<file path="src/hw/resampler_pkg.sv">
// --------------------------------------------------------------------------
//  Resampler shared definitions
//  Sample and filter widths, the factor port width, the lowpass coefficient
//  table and the bundle types that travel between the pipeline stages.
// --------------------------------------------------------------------------

package resampler_pkg;

    // ------------------------------------------------------------------------
    // widths
    // ------------------------------------------------------------------------
    localparam int ch_num      = 2;                       // parallel channels.
    localparam int data_width  = 16;                      // signed sample.
    localparam int coef_width  = 18;                      // signed q1.17.
    localparam int tap_num     = 16;
    localparam int fir_width   = data_width + coef_width; // full product width.
    localparam int coef_frac   = 17;                      // bits removed by the rounder.
    localparam int ratio_width = 4;                       // factors 1..15, 0 acts as 1.

    // ------------------------------------------------------------------------
    // coefficients
    // ------------------------------------------------------------------------
    // Symmetric lowpass. The taps add up to exactly 1.0 so DC passes at unit
    // gain, while the negative side lobes let a sign-matched full scale input
    // push the sum past the sample range.
    localparam logic signed [coef_width-1:0] coef_table [tap_num] = '{
        -18'sd512,
        -18'sd1024,
        -18'sd1536,
        18'sd0,
        18'sd4096,
        18'sd12288,
        18'sd20480,
        18'sd31744,
        18'sd31744,
        18'sd20480,
        18'sd12288,
        18'sd4096,
        18'sd0,
        -18'sd1536,
        -18'sd1024,
        -18'sd512
    };

    // ------------------------------------------------------------------------
    // bundles
    // ------------------------------------------------------------------------
    typedef logic signed [ch_num-1:0][data_width-1:0] sample_t; // one sample per channel.
    typedef logic signed [ch_num-1:0][fir_width-1:0]  acc_t;    // one filter sum per channel.

    typedef enum logic [1:0] {
        round_trunc   = 2'd0, // floor.
        round_nearest = 2'd1, // nearest, ties away from zero.
        round_zero    = 2'd2  // toward zero.
    } round_mode_e;

endpackage

</file>
<file path="src/hw/downsampler.sv">
// --------------------------------------------------------------------------
//  Downsampler
//  Decimation by an integer factor. Passes the strobe of every M-th
//  filter output, starting with the first one after reset.
// --------------------------------------------------------------------------
`timescale 1ns/1ps

module downsampler (
    input  logic                                  clk_i,
    input  logic                                  rst_i,
    input  logic                                  en_i,
    input  logic                                  tvalid_i,
    input  logic [resampler_pkg::ratio_width-1:0] decim_i,
    output logic                                  tvalid_o
);

    logic [resampler_pkg::ratio_width-1:0] phase;
    logic [resampler_pkg::ratio_width-1:0] last_phase;

    assign last_phase = (decim_i == '0) ? '0 : decim_i - 1'b1; // 0 acts as 1.

    always_ff @(posedge clk_i) begin
        if (rst_i) begin
            phase <= '0;
        end else if (en_i && tvalid_i) begin
            if (phase >= last_phase) begin
                phase <= '0;
            end else begin
                phase <= phase + 1'b1;
            end
        end
    end

    // purely gating, data goes around this stage.
    assign tvalid_o = tvalid_i && (phase == '0);

endmodule

</file>
<file path="src/hw/resampler.sv">
// --------------------------------------------------------------------------
//  Multichannel sample-rate converter
//  Upsampler, shared FIR, downsampler and rounder in one pipeline with a
//  global enable. Integer interpolation and decimation factors.
// --------------------------------------------------------------------------
`timescale 1ns/1ps

module resampler (
    input  logic                                  clk_i,
    input  logic                                  rst_i,
    input  logic                                  en_i,
    input  resampler_pkg::round_mode_e            round_mode_i,
    input  logic [resampler_pkg::ratio_width-1:0] interp_i,
    input  logic [resampler_pkg::ratio_width-1:0] decim_i,
    input  logic                                  s_tvalid_i,
    input  resampler_pkg::sample_t                s_tdata_i,
    output logic                                  s_tready_o,
    output logic                                  m_tvalid_o,
    output resampler_pkg::sample_t                m_tdata_o,
    output logic                                  sat_o
);

    logic                   up_valid;
    resampler_pkg::sample_t up_data;
    logic                   fir_valid;
    resampler_pkg::acc_t    fir_data;
    logic                   dec_valid;

    upsampler upsampler_i (
        .clk_i     (clk_i),
        .rst_i     (rst_i),
        .en_i      (en_i),
        .interp_i  (interp_i),
        .s_tvalid_i(s_tvalid_i),
        .s_tdata_i (s_tdata_i),
        .s_tready_o(s_tready_o),
        .tvalid_o  (up_valid),
        .tdata_o   (up_data)
    );

    sfir sfir_i (
        .clk_i   (clk_i),
        .rst_i   (rst_i),
        .en_i    (en_i),
        .tvalid_i(up_valid),
        .tdata_i (up_data),
        .tvalid_o(fir_valid),
        .tdata_o (fir_data)
    );

    downsampler downsampler_i (
        .clk_i   (clk_i),
        .rst_i   (rst_i),
        .en_i    (en_i),
        .tvalid_i(fir_valid),
        .decim_i (decim_i),
        .tvalid_o(dec_valid)
    );

    // rounder takes the filter data directly, only the strobe is decimated.
    sat_round sat_round_i (
        .clk_i       (clk_i),
        .rst_i       (rst_i),
        .en_i        (en_i),
        .tvalid_i    (dec_valid),
        .round_mode_i(round_mode_i),
        .tdata_i     (fir_data),
        .tvalid_o    (m_tvalid_o),
        .tdata_o     (m_tdata_o),
        .sat_o       (sat_o)
    );

endmodule

</file>
<file path="src/hw/sat_round.sv">
// --------------------------------------------------------------------------
//  Rounder and saturator
//  Drops the coefficient fraction bits from each filter sum with the
//  selected rounding mode, clamps to the sample range and flags clipping.
// --------------------------------------------------------------------------
`timescale 1ns/1ps

module sat_round (
    input  logic                       clk_i,
    input  logic                       rst_i,
    input  logic                       en_i,
    input  logic                       tvalid_i,
    input  resampler_pkg::round_mode_e round_mode_i,
    input  resampler_pkg::acc_t        tdata_i,
    output logic                       tvalid_o,
    output resampler_pkg::sample_t     tdata_o,
    output logic                       sat_o
);

    resampler_pkg::sample_t            rnd;
    logic [resampler_pkg::ch_num-1:0]  ch_sat;

    for (genvar c = 0; c < resampler_pkg::ch_num; c++) begin : g_ch
        logic signed [resampler_pkg::fir_width-1:0]  x;
        logic signed [resampler_pkg::fir_width-1:0]  q;
        logic signed [resampler_pkg::fir_width-1:0]  r;
        logic [resampler_pkg::coef_frac-1:0]         frac;
        logic [resampler_pkg::fir_width-resampler_pkg::data_width:0] top;
        logic                                        neg;
        logic                                        inc;

        assign x    = $signed(tdata_i[c]);
        assign frac = x[resampler_pkg::coef_frac-1:0];
        assign neg  = x[resampler_pkg::fir_width-1];
        assign q    = x >>> resampler_pkg::coef_frac; // floor.

        // step up from the floor where the mode asks for it.
        always_comb begin
            case (round_mode_i)
                resampler_pkg::round_nearest: begin
                    // above half always, exactly half only for positives.
                    inc = frac[resampler_pkg::coef_frac-1] &&
                          ((|frac[resampler_pkg::coef_frac-2:0]) || !neg);
                end
                resampler_pkg::round_zero: begin
                    inc = neg && (|frac);
                end
                default: begin
                    inc = 1'b0;
                end
            endcase
        end

        assign r = q + $signed({1'b0, inc});

        // in range when all bits above the sample sign match it.
        assign top       = r[resampler_pkg::fir_width-1:resampler_pkg::data_width-1];
        assign ch_sat[c] = !((&top) || !(|top));

        assign rnd[c] = ch_sat[c] ?
            {r[resampler_pkg::fir_width-1], {(resampler_pkg::data_width-1){~r[resampler_pkg::fir_width-1]}}} :
            r[resampler_pkg::data_width-1:0];
    end

    always_ff @(posedge clk_i) begin
        if (rst_i) begin
            tvalid_o <= 1'b0;
            sat_o    <= 1'b0;
        end else if (en_i) begin
            tvalid_o <= tvalid_i;
            sat_o    <= tvalid_i && (|ch_sat); // any channel clipped.
        end
    end

    always_ff @(posedge clk_i) begin
        if (en_i && tvalid_i) begin
            tdata_o <= rnd;
        end
    end

endmodule

</file>
<file path="src/hw/sfir.sv">
// --------------------------------------------------------------------------
//  Multichannel FIR
//  Direct-form filter with one delay line per channel and a shared
//  coefficient table. Products are registered, then summed into a
//  registered full-width result, two cycles after the input strobe.
// --------------------------------------------------------------------------
`timescale 1ns/1ps

module sfir (
    input  logic                   clk_i,
    input  logic                   rst_i,
    input  logic                   en_i,
    input  logic                   tvalid_i,
    input  resampler_pkg::sample_t tdata_i,
    output logic                   tvalid_o,
    output resampler_pkg::acc_t    tdata_o
);

    // ------------------------------------------------------------------------
    // delay line
    // ------------------------------------------------------------------------
    // win holds the incoming sample at tap 0 and the stored history behind
    // it, so products of a new item are formed at the same edge it arrives.
    logic signed [resampler_pkg::data_width-1:0]
        dline [resampler_pkg::ch_num][resampler_pkg::tap_num-1];
    logic signed [resampler_pkg::data_width-1:0]
        win   [resampler_pkg::ch_num][resampler_pkg::tap_num];

    always_comb begin
        for (int c = 0; c < resampler_pkg::ch_num; c++) begin
            win[c][0] = $signed(tdata_i[c]);
            for (int k = 1; k < resampler_pkg::tap_num; k++) begin
                win[c][k] = dline[c][k-1];
            end
        end
    end

    always_ff @(posedge clk_i) begin
        if (rst_i) begin
            for (int c = 0; c < resampler_pkg::ch_num; c++) begin
                for (int k = 0; k < resampler_pkg::tap_num - 1; k++) begin
                    dline[c][k] <= '0;
                end
            end
        end else if (en_i && tvalid_i) begin
            for (int c = 0; c < resampler_pkg::ch_num; c++) begin
                for (int k = 0; k < resampler_pkg::tap_num - 1; k++) begin
                    dline[c][k] <= win[c][k]; // shift by one tap.
                end
            end
        end
    end

    // ------------------------------------------------------------------------
    // multiply
    // ------------------------------------------------------------------------
    logic signed [resampler_pkg::fir_width-1:0]
        prod [resampler_pkg::ch_num][resampler_pkg::tap_num];

    always_ff @(posedge clk_i) begin
        if (en_i && tvalid_i) begin
            for (int c = 0; c < resampler_pkg::ch_num; c++) begin
                for (int k = 0; k < resampler_pkg::tap_num; k++) begin
                    prod[c][k] <= win[c][k] * resampler_pkg::coef_table[k];
                end
            end
        end
    end

    // ------------------------------------------------------------------------
    // accumulate
    // ------------------------------------------------------------------------
    // worst case sum stays below 2^33, so the full product width suffices.
    logic signed [resampler_pkg::fir_width-1:0] sum_c [resampler_pkg::ch_num];

    always_comb begin
        for (int c = 0; c < resampler_pkg::ch_num; c++) begin
            sum_c[c] = '0;
            for (int k = 0; k < resampler_pkg::tap_num; k++) begin
                sum_c[c] = sum_c[c] + prod[c][k];
            end
        end
    end

    logic [1:0] vld; // one bit per register stage.

    always_ff @(posedge clk_i) begin
        if (rst_i) begin
            vld <= '0;
        end else if (en_i) begin
            vld <= {vld[0], tvalid_i};
        end
    end

    always_ff @(posedge clk_i) begin
        if (en_i && vld[0]) begin
            for (int c = 0; c < resampler_pkg::ch_num; c++) begin
                tdata_o[c] <= sum_c[c];
            end
        end
    end

    assign tvalid_o = vld[1];

endmodule

</file>
<file path="src/hw/upsampler.sv">
// --------------------------------------------------------------------------
//  Upsampler
//  Zero-stuffing interpolation by an integer factor. Each accepted sample
//  is followed by factor-1 zero items, and input ready is held low until
//  the last item of the group is on the output.
// --------------------------------------------------------------------------
`timescale 1ns/1ps

module upsampler (
    input  logic                                  clk_i,
    input  logic                                  rst_i,
    input  logic                                  en_i,
    input  logic [resampler_pkg::ratio_width-1:0] interp_i,
    input  logic                                  s_tvalid_i,
    input  resampler_pkg::sample_t                s_tdata_i,
    output logic                                  s_tready_o,
    output logic                                  tvalid_o,
    output resampler_pkg::sample_t                tdata_o
);

    typedef enum logic {
        st_idle  = 1'b0,
        st_stuff = 1'b1
    } state_e;

    state_e                                state;
    logic [resampler_pkg::ratio_width-1:0] cnt;      // index of the item being emitted.
    logic [resampler_pkg::ratio_width-1:0] last_idx; // last item index of a group.
    logic                                  accept;

    assign last_idx = (interp_i == '0) ? '0 : interp_i - 1'b1;
    assign accept   = s_tvalid_i && s_tready_o;

    always_ff @(posedge clk_i) begin
        if (rst_i) begin
            state      <= st_idle;
            cnt        <= '0;
            s_tready_o <= 1'b0;
            tvalid_o   <= 1'b0;
        end else if (en_i) begin
            unique case (state)
                st_idle: begin
                    tvalid_o <= accept;
                    if (accept && last_idx != '0) begin
                        state      <= st_stuff;
                        cnt        <= 1'b1;
                        s_tready_o <= 1'b0; // hold off until the last zero.
                    end else begin
                        s_tready_o <= 1'b1;
                    end
                end
                st_stuff: begin
                    tvalid_o <= 1'b1;
                    if (cnt >= last_idx) begin
                        state      <= st_idle;
                        cnt        <= '0;
                        s_tready_o <= 1'b1; // next sample may land right behind.
                    end else begin
                        cnt <= cnt + 1'b1;
                    end
                end
            endcase
        end
    end

    // payload. sample on acceptance, zeros while stuffing.
    always_ff @(posedge clk_i) begin
        if (en_i) begin
            if (state == st_stuff) begin
                tdata_o <= '0;
            end else if (accept) begin
                tdata_o <= s_tdata_i;
            end
        end
    end

endmodule

</file>
<file path="config.mk">
export PLATFORM = sky130hd
export DESIGN_NAME = resampler
export DESIGN_NICKNAME = d
export VERILOG_FILES = /design/src/hw/resampler_pkg.sv /design/src/hw/downsampler.sv /design/src/hw/resampler.sv /design/src/hw/sat_round.sv /design/src/hw/sfir.sv /design/src/hw/upsampler.sv
export SDC_FILE = /design/constraint.sdc
export NUM_CORES = 2
export LEC_CHECK = 0
export BUFFER_PORTS_ARGS = -buffer_cell sky130_fd_sc_hd__clkbuf_2
export CELL_PAD_IN_SITES_DETAIL_PLACEMENT = 1
export CELL_PAD_IN_SITES_GLOBAL_PLACEMENT = 2
export CORE_MARGIN = 2
export CORE_UTILIZATION = 42
export DETAILED_ROUTE_END_ITERATION = 10
export PLACE_DENSITY = 0.86
export RECOVER_POWER = 100
export SYNTH_ARGS = -nofsm -noshare
export SYNTH_HDL_FRONTEND = slang
export SYNTH_SLANG_ARGS = --single-unit
export TNS_END_PERCENT = 100
</file>
<file path="constraint.sdc">
create_clock -name clk_i -period 13.3 [get_ports clk_i]
set_input_delay 1.33 -clock clk_i [delete_from_list [all_inputs] [get_ports clk_i]]
set_output_delay 1.33 -clock clk_i [all_outputs]
set_load 0.01 [all_outputs]
</file>
==> summary.txt <==
Route
  – Pre-Repair DR Iteration Count: 6
  – Antenna Violating Nets Remaining: 0
  – Total detailed-routing wirelength: slightly above 200000 um
  – Via count: about 46000
  – Routed vias/inst: about 5.2
  – # DRC: 0
  – Initial DRC count: around 3400
  – Drt wl/cell: between 20 and 25 um

STA
  – # setup viols final: 0
  – F_max: between 100 and 150 MHz
  – Rel. slew slack: -3.16
  – Final Hold Viols: 0
  – Post-layout min period: ~9.2 ns
  – Worst Tran Pin Value: 6.24 ns
  – Fin Setup TNS: 0 ns
  – Final worst path period share: 0.695
  – Final setup margin: ~4.1 ns
  – Fin. max-slew vios: 883
  – Setup skew after layout: approximately 0.025 ns
  – Unrepaired setup endpoints after global routing: no
  – Hold slack final: about 0.43 ns

Setup path
  – Worst Setup End Kind: register
  – Max FO, Critical Path: just over 90
  – Setup CP Type: input port to register
  – Startpoint class of the critical path: input port
  – CP required: 13.52 ns
  – R2R depth: 5
  – Arrival time at the worst endpoint: approximately 9.5 ns

CTS
  – Clk Latency, worst-skew pair: 0.80 ns
  – CTS tree: yes
  – CTS HTree Levels: 4
  – Clk slew on worst S/H paths: 0.06 ns
  – CTS Hold Buffers Added: 0
  – Setup Fix Bufs, Post-CTS: 0
  – Root Driver: clkbuf_16
  – Post-cts sizing count: 0
  – CTS max path bufs: 3
  – CTS buffer count: 134
  – CTS sink cnt: around 1200

Logic synthesis
  – Sequential-to-total area share from yosys stat: 0.460
  – YS warnings: 0
  – Mean Syn Cell Area: roughly 13 um2
  – Distinct cell type count after synthesis: 82
  – Post-Syn Nets: between 7000 and 8000
  – Leading area contributor after synthesis: edfxtp_1
  – Fraction of registers with async set/reset: 0
  – Top cells by area, synth: edfxtp_1, fa_1, ha_1, inv_1, xnor2_1
  – Mapped Cells: 6145
  – Yosys reg bits: ~1200
  – Top cell type's share of synthesized area: 0.456
  – Post-synth top flop: edfxtp_1
  – Mapped Area: approximately 0.077 mm2
  – Post-synth EDFFs: around 1200

Die
  – Initial Utilization: 0.422
  – I/O pins: 81
  – Core Footprint: about 0.18 mm2
  – FP Rows: between 150 and 200
  – Die area: ~0.19 mm2
  – Die Ht: approximately 430 um
  – Die Span X: 433 um

Global routing
  – Met2 usage: 0.354
  – Total congestion overflow: 0
  – GR Layer Usage met3: 0.0436
  – Antenna violations before repair: 21
  – GR Util met1: 0.313
  – Largest net degree at the start of global routing: about 230
  – Total GRT Usage: 0.222
  – Vias in the first global route: 51200
  – First-pass GRT wire length: 313000 um
  – Grt peak-use layer: met2

Power
  – Max VDD drop: 0.000296 V
  – PwrDens: approximately 230 mW/mm2
  – Leakage: ~36 nW

Min path
  – Hold Crit Class: register to register
  – Worst hold path depth: 0

Layout
  – Fraction of layout cells with a size suffix above 1: 0.0441
  – Area Growth Syn to Fin: 9.73%
  – Final #Nets: between 7000 and 8000
  – Util after Layout: 0.463
  – Most frequent cells in the layout: edfxtp_1, inv_1, fa_1
  – Commonest non-fill, non-tap cell in the layout: edfxtp_1

Run status
  – Status: complete, but fails checks
  – Violated checks: capacitance limit, slew limit

Place
  – Global placement routability congestion: about 0.90
  – Buffers on Ports: 80
  – DPL Wire Length: 156000 um
  – Pre-CTS setup slack: approximately 7 ns

Flow run
  – Maxcap violations: 20
[cells by family after synthesis]
logic type / synth area share
adders and majority gates: 0.284
DFF: 0.460
and+or+nand+nor: 0.0827
AOI/OAI and AO/OA: 0.0614
buffers and inverters: 0.0596
xor gates and xnor gates: 0.0508
muxes: 0.000794
[Yosys cell counts, drive strengths merged, types with 6 or more instances]
| master | n |
|---|---|
| buf | 10 |
| a221oi | 6 |
| o211ai | 13 |
| a211oi | 11 |
| nand4 | 12 |
| a31oi | 26 |
| edfxtp | 1174 |
| nand2 | 146 |
| ha | 645 |
| nor3b | 8 |
| nor4 | 38 |
| o21ai | 152 |
| nand3b | 10 |
| nor3 | 193 |
| nor2 | 200 |
| clkbuf | 86 |
| o21a | 58 |
| a21o | 76 |
| nand2b | 44 |
| a21boi | 12 |
| or4 | 10 |
| a211o | 6 |
| o31ai | 8 |
| xor2 | 146 |
| nand3 | 50 |
| o21bai | 40 |
| dfxtp | 15 |
| and3 | 19 |
| a21oi | 276 |
| and2 | 356 |
| inv | 1131 |
| fa | 694 |
| nor2b | 67 |
| xnor2 | 302 |
| or2 | 8 |
| or3 | 16 |
| a311oi | 10 |
[critical path, cell delays in order]
cell,delay [ns]
clkbuf_1,2.82
clkbuf_1,4.54
nor3_1,0.59
[worst paths after layout]
| path | startpoint | slack (ns) | endpoint |
|---|---|---|---|
| hold reg to reg | sfir_i.dline[1][75] | 0.43 | sfir_i.prod[1][85] |
| setup reg to reg | upsampler_i.tvalid_o | 4.99 | sfir_i.prod[1][23] |
| setup / recovery | rst_i | 4.05 | sfir_i.dline[1][109] |
| hold / removal | sfir_i.dline[1][75] | 0.43 | sfir_i.prod[1][85] |
[registers in the layout, summed over array words and instances (netlist names)]
| name | cells |
|---|---|
| downsampler_i.phase | 4 |
| sat_round_i.sat_o | 1 |
| sat_round_i.tdata_o | 32 |
| sat_round_i.tvalid_o | 1 |
| sfir_i.dline | 480 |
| sfir_i.prod | 580 |
| sfir_i.tdata_o | 50 |
| sfir_i.vld | 2 |
| upsampler_i.cnt | 4 |
| upsampler_i.s_tready_o | 1 |
| upsampler_i.state | 1 |
| upsampler_i.tdata_o | 32 |
| upsampler_i.tvalid_o | 1 |
[metrics by stage]
stage | total power, W | std cells | cell area [um2]
detailed placement | 0.0162 | 8624 | 80700
CTS | 0.0201 | 8864 | 85000
finish | 0.0199 | 8867 | 84800
floorplan | 0.0129 | 6145 | 77200
global route | 0.0213 | 8865 | 84700
global placement | 0.0158 | 8624 | 80700
[cell type report]
cell class	count	area, um2
Antenna cell	3	7.51
Clock buffer	161	3510
Clock inverter	79	813
Fill cell	18900	98100
Inverter	1131	4250
Multi-Input combinational cell	3729	36900
Sequential cell	1189	35600
Tap cell	2464	3080
Timing Repair Buffer	111	588
[metal layers]
| metal | vias to the layer above | part of all wire | routed length (um) |
|---|---|---|---|
| met5 | - | 0.00020 | 41 |
| met4 | 6 | 0.021 | 4340 |
| met3 | 238 | 0.069 | 14100 |
| met2 | 1147 | 0.47 | 94700 |
| met1 | 24100 | 0.44 | 90300 |
| li1 | 20900 | - | - |
[power by group]
group | switching (W) | internal, W | total [W]
Combinational | 0.00649 | 0.00444 | 0.0109
Sequential | 0.000191 | 0.00497 | 0.00516
Clock | 0.00162 | 0.00213 | 0.00376
Total | 0.00831 | 0.0116 | 0.0199
No activity file was read; power rests on OpenSTA's default activity.
